[src/video_pkg.sv]
package video_pkg;

    // --------------------------------------------------
    // Camera pixel format
    // --------------------------------------------------

    // Gray level from the left tap
    localparam int pixel_w = 8;

    // Also used for the pupil threshold level
    typedef logic [pixel_w-1:0] pixel_t;

    // --------------------------------------------------
    // Frame geometry
    // --------------------------------------------------

    // Wide enough for 640 columns and 480 rows
    localparam int coord_w = 10;

    // Column or row number within a frame
    typedef logic [coord_w-1:0] coord_t;

endpackage

[src/report_pkg.sv]
package report_pkg;

    // --------------------------------------------------
    // Per-frame sums
    // --------------------------------------------------

    // Pixel count S
    localparam int sum_s_w = 20;

    // Coordinate sums SX and SY
    localparam int sum_xy_w = 28;

    typedef logic [sum_s_w-1:0]  sum_s_t;
    typedef logic [sum_xy_w-1:0] sum_xy_t;

    // --------------------------------------------------
    // Serial report layout
    // --------------------------------------------------

    typedef logic [7:0] byte_t;

    // Sync byte at the head of every report
    localparam byte_t report_header = 8'h5A;

    // Field sizes in bytes, each field LSB first
    localparam int s_bytes  = 3;
    localparam int xy_bytes = 4;

    // Header, S, SX, SY
    localparam int report_len = 1 + s_bytes + 2 * xy_bytes;

    typedef logic [3:0] report_idx_t;

endpackage

[src/camera_input.sv]
module camera_input (
    input  logic              cclk,
    input  logic              reset,
    input  logic              fval,
    input  logic              lval,
    input  logic              dval,
    input  video_pkg::pixel_t data,
    output logic              pix_valid,
    output video_pkg::pixel_t pix_data,
    output video_pkg::coord_t pix_x,
    output video_pkg::coord_t pix_y,
    output logic              frame_start,
    output logic              frame_done
);

    logic              fval_q;
    logic              lval_q;
    logic              in_valid;
    logic              line_end;
    video_pkg::coord_t col_cnt;
    video_pkg::coord_t row_cnt;

    // Pixel qualifies only with all three valids high
    assign in_valid = fval & lval & dval;
    assign line_end = lval_q & ~lval;

    // --------------------------------------------------
    // Edge history and frame pulses
    // --------------------------------------------------
    always_ff @(posedge cclk) begin
        if (reset) begin
            fval_q      <= 1'b0;
            lval_q      <= 1'b0;
            frame_start <= 1'b0;
            frame_done  <= 1'b0;
            pix_valid   <= 1'b0;
        end else begin
            fval_q      <= fval;
            lval_q      <= lval;
            frame_start <= fval & ~fval_q;
            frame_done  <= ~fval & fval_q;
            pix_valid   <= in_valid;
        end
    end

    // --------------------------------------------------
    // Position counters
    // --------------------------------------------------

    // Column advances on valid pixels only, so dval gaps are skipped
    always_ff @(posedge cclk) begin
        if (reset) begin
            col_cnt <= '0;
        end else if (!lval) begin
            col_cnt <= '0;
        end else if (in_valid) begin
            col_cnt <= col_cnt + 1'b1;
        end
    end

    // Row advances at the end of each line
    always_ff @(posedge cclk) begin
        if (reset) begin
            row_cnt <= '0;
        end else if (!fval) begin
            row_cnt <= '0;
        end else if (line_end) begin
            row_cnt <= row_cnt + 1'b1;
        end
    end

    // Pixel with the position it was received at
    always_ff @(posedge cclk) begin
        pix_data <= data;
        pix_x    <= col_cnt;
        pix_y    <= row_cnt;
    end

endmodule

[src/pupil_accum.sv]
module pupil_accum (
    input  logic                cclk,
    input  logic                reset,
    input  logic                pix_valid,
    input  logic                frame_start,
    input  logic                frame_done,
    input  video_pkg::pixel_t   pix_data,
    input  video_pkg::pixel_t   threshold,
    input  video_pkg::coord_t   pix_x,
    input  video_pkg::coord_t   pix_y,
    output report_pkg::sum_s_t  sum_s,
    output report_pkg::sum_xy_t sum_x,
    output report_pkg::sum_xy_t sum_y,
    output logic                sums_valid
);

    logic                dark;
    report_pkg::sum_s_t  run_s;
    report_pkg::sum_xy_t run_x;
    report_pkg::sum_xy_t run_y;
    report_pkg::sum_s_t  base_s;
    report_pkg::sum_xy_t base_x;
    report_pkg::sum_xy_t base_y;
    report_pkg::sum_s_t  add_s;
    report_pkg::sum_xy_t add_x;
    report_pkg::sum_xy_t add_y;

    // Pupil pixels are strictly darker than the threshold
    assign dark = pix_valid && (pix_data < threshold);

    // First pixel of a frame may arrive together with frame_start
    assign base_s = frame_start ? '0 : run_s;
    assign base_x = frame_start ? '0 : run_x;
    assign base_y = frame_start ? '0 : run_y;

    assign add_s = dark ? report_pkg::sum_s_t'(1) : '0;
    assign add_x = dark ? report_pkg::sum_xy_t'(pix_x) : '0;
    assign add_y = dark ? report_pkg::sum_xy_t'(pix_y) : '0;

    // --------------------------------------------------
    // Running sums over the current frame
    // --------------------------------------------------
    always_ff @(posedge cclk) begin
        if (reset) begin
            run_s <= '0;
            run_x <= '0;
            run_y <= '0;
        end else begin
            run_s <= base_s + add_s;
            run_x <= base_x + add_x;
            run_y <= base_y + add_y;
        end
    end

    // --------------------------------------------------
    // Frame result, held until the next frame ends
    // --------------------------------------------------
    always_ff @(posedge cclk) begin
        if (reset) begin
            sum_s      <= '0;
            sum_x      <= '0;
            sum_y      <= '0;
            sums_valid <= 1'b0;
        end else begin
            sums_valid <= frame_done;
            if (frame_done) begin
                sum_s <= run_s;
                sum_x <= run_x;
                sum_y <= run_y;
            end
        end
    end

endmodule

[src/report_ctrl.sv]
module report_ctrl (
    input  logic                cclk,
    input  logic                reset,
    input  logic                sums_valid,
    input  logic                tx_busy,
    input  report_pkg::sum_s_t  sum_s,
    input  report_pkg::sum_xy_t sum_x,
    input  report_pkg::sum_xy_t sum_y,
    output logic                tx_start,
    output report_pkg::byte_t   tx_data
);

    localparam int s_pad_w  = report_pkg::s_bytes * 8;
    localparam int xy_pad_w = report_pkg::xy_bytes * 8;
    localparam int msg_w    = report_pkg::report_len * 8;

    localparam report_pkg::report_idx_t last_idx =
        report_pkg::report_idx_t'(report_pkg::report_len - 1);

    typedef enum logic [1:0] {
        idle,
        send,
        wait_done
    } state_t;

    state_t                  state;
    report_pkg::report_idx_t idx;
    logic [s_pad_w-1:0]      s_pad;
    logic [xy_pad_w-1:0]     x_pad;
    logic [xy_pad_w-1:0]     y_pad;
    logic [msg_w-1:0]        msg_next;
    logic [msg_w-1:0]        msg;

    // --------------------------------------------------
    // Report image, byte 0 goes out first
    // --------------------------------------------------
    assign s_pad = s_pad_w'(sum_s);
    assign x_pad = xy_pad_w'(sum_x);
    assign y_pad = xy_pad_w'(sum_y);

    // Fields are LSB first, header in the lowest byte
    assign msg_next = {y_pad, x_pad, s_pad, report_pkg::report_header};

    // Captured once per report, so a new frame cannot disturb it
    always_ff @(posedge cclk) begin
        if (state == idle && sums_valid) begin
            msg <= msg_next;
        end
    end

    // --------------------------------------------------
    // Byte sequencer
    // --------------------------------------------------
    always_ff @(posedge cclk) begin
        if (reset) begin
            state <= idle;
            idx   <= '0;
        end else begin
            case (state)
                idle: begin
                    if (sums_valid) begin
                        idx   <= '0;
                        state <= send;
                    end
                end
                send: begin
                    // Transmitter raises busy on the next cycle
                    state <= wait_done;
                end
                wait_done: begin
                    if (!tx_busy) begin
                        if (idx == last_idx) begin
                            state <= idle;
                        end else begin
                            idx   <= idx + 1'b1;
                            state <= send;
                        end
                    end
                end
                default: begin
                    state <= idle;
                end
            endcase
        end
    end

    // One strobe per byte
    assign tx_start = (state == send);
    assign tx_data  = msg[int'(idx) * 8 +: 8];

endmodule

[src/uart_tx.sv]
module uart_tx #(
    parameter int clks_per_bit = 27
) (
    input  logic              cclk,
    input  logic              reset,
    input  logic              tx_start,
    input  report_pkg::byte_t tx_data,
    output logic              tx_busy,
    output logic              uart_txd
);

    localparam int cnt_w = (clks_per_bit > 1) ? $clog2(clks_per_bit) : 1;

    // Bit 0 is the start bit, 1 to 8 data, 9 stop
    localparam int stop_bit = 9;

    logic [cnt_w-1:0] clk_cnt;
    logic [3:0]       bit_cnt;
    logic [8:0]       shreg;
    logic             bit_end;

    assign bit_end = (clk_cnt == cnt_w'(clks_per_bit - 1));

    // --------------------------------------------------
    // Bit timing and line driver
    // --------------------------------------------------
    always_ff @(posedge cclk) begin
        if (reset) begin
            tx_busy  <= 1'b0;
            uart_txd <= 1'b1;
            clk_cnt  <= '0;
            bit_cnt  <= '0;
        end else if (!tx_busy) begin
            if (tx_start) begin
                tx_busy  <= 1'b1;
                uart_txd <= 1'b0;
                clk_cnt  <= '0;
                bit_cnt  <= '0;
            end
        end else if (bit_end) begin
            clk_cnt <= '0;
            if (bit_cnt == 4'(stop_bit)) begin
                // Line is already high from the stop bit
                tx_busy <= 1'b0;
            end else begin
                uart_txd <= shreg[0];
                bit_cnt  <= bit_cnt + 1'b1;
            end
        end else begin
            clk_cnt <= clk_cnt + 1'b1;
        end
    end

    // Data bits LSB first, then the stop bit
    always_ff @(posedge cclk) begin
        if (!tx_busy && tx_start) begin
            shreg <= {1'b1, tx_data};
        end else if (tx_busy && bit_end) begin
            shreg <= {1'b1, shreg[8:1]};
        end
    end

endmodule

[src/eye_tracker_top.sv]
module eye_tracker_top #(
    parameter int clks_per_bit = 27
) (
    input  logic              cclk,
    input  logic              reset,
    input  logic              fval,
    input  logic              lval,
    input  logic              dval,
    input  video_pkg::pixel_t data,
    input  video_pkg::pixel_t threshold,
    output logic              uart_txd
);

    // Camera side
    logic                pix_valid;
    video_pkg::pixel_t   pix_data;
    video_pkg::coord_t   pix_x;
    video_pkg::coord_t   pix_y;
    logic                frame_start;
    logic                frame_done;

    // Frame sums
    report_pkg::sum_s_t  sum_s;
    report_pkg::sum_xy_t sum_x;
    report_pkg::sum_xy_t sum_y;
    logic                sums_valid;

    // Serial side
    logic                tx_start;
    report_pkg::byte_t   tx_data;
    logic                tx_busy;

    // --------------------------------------------------
    // Measurement path
    // --------------------------------------------------
    camera_input camera_input_i (
        .cclk        (cclk),
        .reset       (reset),
        .fval        (fval),
        .lval        (lval),
        .dval        (dval),
        .data        (data),
        .pix_valid   (pix_valid),
        .pix_data    (pix_data),
        .pix_x       (pix_x),
        .pix_y       (pix_y),
        .frame_start (frame_start),
        .frame_done  (frame_done)
    );

    pupil_accum pupil_accum_i (
        .cclk        (cclk),
        .reset       (reset),
        .pix_valid   (pix_valid),
        .frame_start (frame_start),
        .frame_done  (frame_done),
        .pix_data    (pix_data),
        .threshold   (threshold),
        .pix_x       (pix_x),
        .pix_y       (pix_y),
        .sum_s       (sum_s),
        .sum_x       (sum_x),
        .sum_y       (sum_y),
        .sums_valid  (sums_valid)
    );

    // --------------------------------------------------
    // Report output
    // --------------------------------------------------
    report_ctrl report_ctrl_i (
        .cclk       (cclk),
        .reset      (reset),
        .sums_valid (sums_valid),
        .tx_busy    (tx_busy),
        .sum_s      (sum_s),
        .sum_x      (sum_x),
        .sum_y      (sum_y),
        .tx_start   (tx_start),
        .tx_data    (tx_data)
    );

    uart_tx #(
        .clks_per_bit (clks_per_bit)
    ) uart_tx_i (
        .cclk     (cclk),
        .reset    (reset),
        .tx_start (tx_start),
        .tx_data  (tx_data),
        .tx_busy  (tx_busy),
        .uart_txd (uart_txd)
    );

endmodule

[config.mk]
export PLATFORM = sky130hd
export DESIGN_NAME = eye_tracker_top
export DESIGN_NICKNAME = d
export VERILOG_FILES = /design/src/video_pkg.sv /design/src/report_pkg.sv /design/src/camera_input.sv /design/src/pupil_accum.sv /design/src/report_ctrl.sv /design/src/uart_tx.sv /design/src/eye_tracker_top.sv
export SDC_FILE = /design/constraint.sdc
export NUM_CORES = 1
export LEC_CHECK = 0
export ABC_AREA = 0
export BUFFER_PORTS_ARGS = -buffer_cell sky130_fd_sc_hd__buf_4
export CELL_PAD_IN_SITES_DETAIL_PLACEMENT = 0
export CELL_PAD_IN_SITES_GLOBAL_PLACEMENT = 1
export CORE_ASPECT_RATIO = 1.1
export CORE_MARGIN = 4
export CORE_UTILIZATION = 50
export CTS_CLUSTER_DIAMETER = 40
export DETAILED_ROUTE_END_ITERATION = 6
export PLACE_DENSITY_LB_ADDON = 0.1
export SLEW_MARGIN = 20
export SYNTH_ARGS = -nofsm -noshare
export SYNTH_HDL_FRONTEND = slang
export SYNTH_HIERARCHICAL = 1
export SYNTH_SLANG_ARGS = --single-unit
[constraint.sdc]
create_clock -name cclk -period 5.8 [get_ports cclk]
set_input_delay 0.87 -clock cclk [delete_from_list [all_inputs] [get_ports cclk]]
set_output_delay 0.87 -clock cclk [all_outputs]
set_load 0.02 [all_outputs]
# [After elaboration in Yosys (flattened, before gate mapping)]
# Cells that the tools add are included.
[classes] n_addsub=8 order_cmp=1 eq_ne=10 n_shift=1 muxes=31 bitwise_logic=8 reduce_logical=14
[ops] op="$shiftx A96 B8 Y8" count=1
[ops] op="$add A28 B28 Y28" count=2
[ops] op="$mux W28" count=2
[ops] op="$mux W4" count=7
[ops] op="$add A10 B1 Y10 const B" count=2
[ops] op="$add A20 B20 Y20" count=1
[ops] op="$mux W10" count=2
[ops] op="$mux W20" count=1
[ops] op="$mux W8" count=2
[ops] op="$mux W5" count=3
[ops] op="$mux W1" count=10
[ops] op="$ne A2 B2 Y1 const B" count=5
[ops] op="$add A4 B1 Y4 const B" count=2
[ops] op="$eq A4 B4 Y1 const B" count=2
[ops] op="$lt A8 B8 Y1" count=1
[ops] op="$pmux W4 S2" count=1
[ops] op="$pmux W2 S3" count=1
[ops] op="$reduce_bool A2 Y1" count=3
[ops] op="$add A5 B1 Y5 const B" count=1
[ops] op="$and A1 B1 Y1" count=5
[ops] op="$eq A5 B5 Y1 const B" count=1
[ops] op="$logic_and A1 B1 Y1" count=4
[ops] op="$mux W2" count=2
[ops] op="$reduce_and A4 Y1" count=1
[ops] op="other kinds (8)" count=11
[word_totals] register_bits=307 output_inout_bits=1 word_cells=98

# [Logic depth before layout (Yosys ltp)]
[logic_depth] word_depth=4 mapped_depth=15

# [Cells and area by module]
# Netlist, hierarchy kept.
[modules_own_cells] module="pupil_accum" n_inst=1 cells_each=851 area_each_um2=7546.0 seq_area_each_um2=3062.9
[modules_own_cells] module="report_ctrl" n_inst=1 cells_each=208 area_each_um2=3374.5 seq_area_each_um2=2402.3
[modules_own_cells] module="camera_input" n_inst=1 cells_each=141 area_each_um2=1611.5 seq_area_each_um2=1061.0
[modules_own_cells] module="uart_tx" n_inst=1 cells_each=85 area_each_um2=968.4 seq_area_each_um2=460.4

# [Least setup slack after synthesis]
# No wires, ideal clock.
[synth_timing] path_type="register to register" start="register report_ctrl_i.state[1]" end="register report_ctrl_i.msg[10], enable pin" setup_time_ns=0.510 arrival_ns=3.667 required_ns=5.290 slack_ns=1.623 stages_incl_launch_ff=3 cell_sequence="dfxtp_1 > nand2b_1 > nor2_1"
[synth_via] elab_chain_len=2
[synth_lines] element="start, declared" line_no="report_ctrl.sv:26" rtl="state_t state;"
[synth_lines] element="start signal, assigned" line_no="report_ctrl.sv:56" rtl="state <= idle;"
[synth_lines] element="start signal, assigned" line_no="report_ctrl.sv:63" rtl="state <= send;"
[synth_lines] element="start signal, assigned" line_no="report_ctrl.sv:68" rtl="state <= wait_done;"
[synth_lines] element="$logic_not A2 Y1" line_no="report_ctrl.sv:46" rtl="if (state == idle && sums_valid) begin"
[synth_lines] element="$logic_and A1 B1 Y1" line_no="report_ctrl.sv:46"
[synth_lines] element="end signal, assigned" line_no="report_ctrl.sv:47" rtl="msg <= msg_next;"
[synth_lines] element="end, declared" line_no="report_ctrl.sv:32" rtl="logic [msg_w-1:0] msg;"
# No other way between the ends.
# A chain may end at the register's enable or synchronous reset.

# [Final worst setup path]
[layout_timing] start="input port threshold[6]" end="register pupil_accum_i.run_y[18]"
[layout_via] elab_chain_len=4
[layout_lines] element="start, declared" line_no="eye_tracker_top.sv:10" rtl="input video_pkg::pixel_t threshold,"
[layout_lines] element="$lt A8 B8 Y1" line_no="pupil_accum.sv:29" rtl="assign dark = pix_valid && (pix_data < threshold);"
[layout_lines] element="$logic_and A1 B1 Y1" line_no="pupil_accum.sv:29"
[layout_lines] element="$mux W10" line_no="pupil_accum.sv:38" rtl="assign add_y = dark ? report_pkg::sum_xy_t'(pix_y) : '0;"
[layout_lines] element="$add A28 B28 Y28" line_no="pupil_accum.sv:51" rtl="run_y <= base_y + add_y;"
[layout_lines] element="end signal, assigned" line_no="pupil_accum.sv:51"
[layout_lines] element="end, declared" line_no="pupil_accum.sv:20" rtl="report_pkg::sum_xy_t run_y;"
# No other way between the ends.

==> results.py <==
metrics = {
    "route": {
        "route.met3.wl_um": 977,
        "drc": 0,
        "drt-total-wl_um": 28400,
        "drt-initial-drc-count": 569,
        "ant_nets": 0,
        "top_layer_used": "met4",
        "vias": 9215,
        "wl_met1_um": 13600,
        "avgRoutedWirePerCell_um": 17.0,
        "firstDrtPassIters": 5,
        "wl_met2_um": 13300,
        "avgViaCountPerCell": 5.50,
    },
    "clock_tree": {
        "cts_setup_buffers": 0,
        "cts_made_buffers": 41,
        "cts.htree.levels": 2,
        "clock_latency_ns": 0.53,
        "cts_tree": "yes",
        "holdBufCountCts": 0,
        "cts_resized": 0,
        "cts_root_buf": "clkbuf_16",
        "cts.reportedPaths.clkPinSlew_ns": 0.06,
        "cts_buffer_depth": 3,
        "clkSinkCount": 307,
    },
    "yosys": {
        "synth_ff_type": "dfxtp_1",
        "synth-seq-area-share_pct": 51.8,
        "avgSynthCellArea_um2": 10.5,
        "synth_edf_count": 84,
        "synth_cells": 1285,
        "ys_ff_latch": 307,
        "async_flop_share_pct": 0,
        "netlist_area_um2": 13500,
        "synth_cell_type_count": 84,
        "synth_warnings": 6,
        "synth_nets": 1344,
    },
    "cells_and_area": {
        "fin_cells": 1674,
        "drive_gt1_share_pct": 11.5,
        "mostFrequentLayoutCells": "221 x dfxtp_1, 144 x nor2_1, 99 x mux2i_1",
        "diodes": 0,
        "layout_commonest_cell": "dfxtp_1",
        "fin_nets": 1349,
        "nFillCells": 2276,
        "area_growth_pct": 13.8,
        "finalInstanceArea_um2": 15400,
        "final_core_util_pct": 58.2,
    },
    "sta": {
        "fin_setup_tns_ns": 0,
        "clock_skew_ns": 0.0174,
        "hold_violations": 0,
        "fin_ws_ns": 1.65,
        "tightestPinTransition_ns": 0.998,
        "rsz0062_at_grt": "no",
        "slew_headroom_pct": 33.3,
        "post-route-period-util_pct": 71.6,
        "slew_violations": 0,
        "final-setup-viol-count": 0,
        "clock.fmax_mhz": 241,
        "fin_crit_ns": 4.15,
        "hold_ws_ns": 0.366,
    },
    "critical_path": {
        "cp.required_ns": 6.25,
        "critPathLaunchType": "input pin",
        "r2r_setup_slack_ns": 1.84,
        "cp-end-kind": "register",
        "arrival_ns": 4.60,
        "cp_max_fo": 21,
        "cp_slowest_cell": "a211oi_1",
        "worstPathCellList": "buf_4, inv_1, ha_1, a21o_1, nand2_1, nand3b_1, a211oi_1, fa_1, a211oi_1, o21ai_0, a21boi_0, buf_4, or4_1, a21oi_1",
        "cp_slowest_stage_delay_ns": 0.68,
        "critPathKind": "in -> reg",
    },
    "power_and_ir_drop": {
        "intPower_mw": 3.91,
        "powerDensity_nw_per_um2": 324,
        "p_total_mw": 4.98,
        "pwr-share-clk_pct": 53.4,
        "swShare_pct": 21.4,
        "leakage_nw": 5.53,
        "vdd_ir_drop_max_uv": 238,
        "p_switching_mw": 1.07,
        "power_frac_seq_pct": 44.4,
        "power.share.combinational_pct": 2.2,
    },
    "global_route": {
        "grt_first_pass_wirelength_um": 47100,
        "grt_pass1_vias": 8921,
        "grt_overflow": 0,
        "grt_max_degree": 116,
        "antenna_found_initial": 0,
        "gr-usage-all-layers_pct": 19.5,
    },
    "placement": {
        "place_hpwl_um": 19000,
        "dpl.cell_count": 1599,
        "place.gp.congestion": 0.776,
        "placed_area_um2": 13900,
        "pre_cts_slack_ns": 1.13,
        "io_buffers": 21,
    },
    "die": {
        "die_area_um2": 29700,
        "die_x_um": 165,
        "ios": 22,
        "start_util_pct": 51.2,
        "std_cell_rows": 62,
        "core_area_um2": 26400,
        "die_h_um": 180,
    },
    "run": {
        "cap_violations": 0,
    },
    "status": {
        "status": "complete, no violations",
    },
    "worst_hold_path": {
        "worstHoldPathType": "reg -> reg",
    },
}
-- synth_stat cells, types with 6 or more instances --
| cell | n | area share [%] |
|---|---|---|
| a211oi_1 | 34 | 1.9 |
| a21o_1 | 14 | 0.78 |
| a21oi_1 | 79 | 2.9 |
| a221oi_1 | 9 | 0.58 |
| and3_1 | 10 | 0.46 |
| buf_1 | 12 | 0.33 |
| buf_2 | 11 | 0.41 |
| clkbuf_1 | 37 | 1.0 |
| dfxtp_1 | 223 | 33 |
| edfxtp_1 | 84 | 19 |
| ha_1 | 36 | 3.3 |
| inv_1 | 52 | 1.4 |
| mux2_1 | 6 | 0.50 |
| mux2_2 | 16 | 1.3 |
| mux2i_1 | 99 | 7.3 |
| mux4_2 | 8 | 1.3 |
| nand2_1 | 50 | 1.4 |
| nand2b_1 | 12 | 0.56 |
| nand3_1 | 28 | 1.0 |
| nand4_1 | 16 | 0.74 |
| nand4b_1 | 6 | 0.39 |
| nor2_1 | 145 | 4.0 |
| nor2b_1 | 52 | 2.4 |
| nor3_1 | 14 | 0.52 |
| nor3b_1 | 12 | 0.67 |
| o211ai_1 | 6 | 0.33 |
| o21a_1 | 7 | 0.39 |
| o21ai_0 | 40 | 1.5 |
| o31ai_1 | 13 | 0.72 |
| or3_1 | 22 | 1.0 |
| or4_1 | 10 | 0.56 |
| xnor2_1 | 15 | 0.97 |
| xor2_1 | 12 | 0.78 |
-- final cells by class --
class	count	area [um2]	share of cell area (%)
Sequential cell	307	6990	45.5
Clock inverter	28	370	2.41
Inverter	52	195	1.27
Tap cell	352	440	2.87
Timing Repair Buffer	30	238	1.55
Clock buffer	47	1110	7.23
Multi-Input combinational cell	858	6010	39.1
-- registers in the layout, summed over array words and instances, names as in the netlist, 10 cells and up --
| signal | count |
|---|---|
| camera_input_i/pix_y | 10 |
| pupil_accum_i/sum_x | 28 |
| pupil_accum_i/run_y | 28 |
| camera_input_i/col_cnt | 10 |
| pupil_accum_i/sum_s | 20 |
| camera_input_i/pix_x | 10 |
| pupil_accum_i/run_s | 20 |
| pupil_accum_i/run_x | 28 |
| report_ctrl_i/msg | 76 |
| pupil_accum_i/sum_y | 28 |
| camera_input_i/row_cnt | 10 |
-- cells by family (layout without fill, tap and decap cells) --
logic type	after synthesis	after routing	share of synthesized area (%)
AOI/OAI and AO/OA	246	246	12.0
xor gates and xnor gates	27	27	1.75
adders and majority gates	38	38	3.63
buffers and inverters	120	157	3.80
DFF	307	307	51.8
muxes	129	129	10.5
and+or+nand+nor	418	418	16.5
-- worst max-delay path: cells and delay by family --
kind            cells  cell delay [ns]
compound gates      6             1.66
simple gates        3             1.16
fa+ha+maj           2             0.62
buf+inv             3             0.31
-- layer usage --
metal	up-vias	GRT usage, %
met5	-	0
met4	0	5.16
met3	52	3.13
met2	123	31.3
met1	4362	27.5
li1	4678	-
-- path summary, 6_finish.rpt --
path,from,end,cells after the start
max,threshold[6],pupil_accum_i/run_y[18],14
min,camera_input_i/row_cnt[9],camera_input_i/pix_y[9],0
max reg2reg,camera_input_i/pix_data[6],pupil_accum_i/run_y[18],12
min reg2reg,camera_input_i/row_cnt[9],camera_input_i/pix_y[9],0
-- power groups by stage --
stage	registers [mW]	logic (mW)	clock network, mW
2_1_floorplan	2.25	0.0745	0
3_3_place_gp	2.26	0.109	0
3_5_place_dp	2.26	0.109	0
4_1_cts	2.21	0.110	2.73
5_1_grt	2.21	0.120	2.83
6_report	2.21	0.108	2.66
Power figures use the tool's default switching activity.
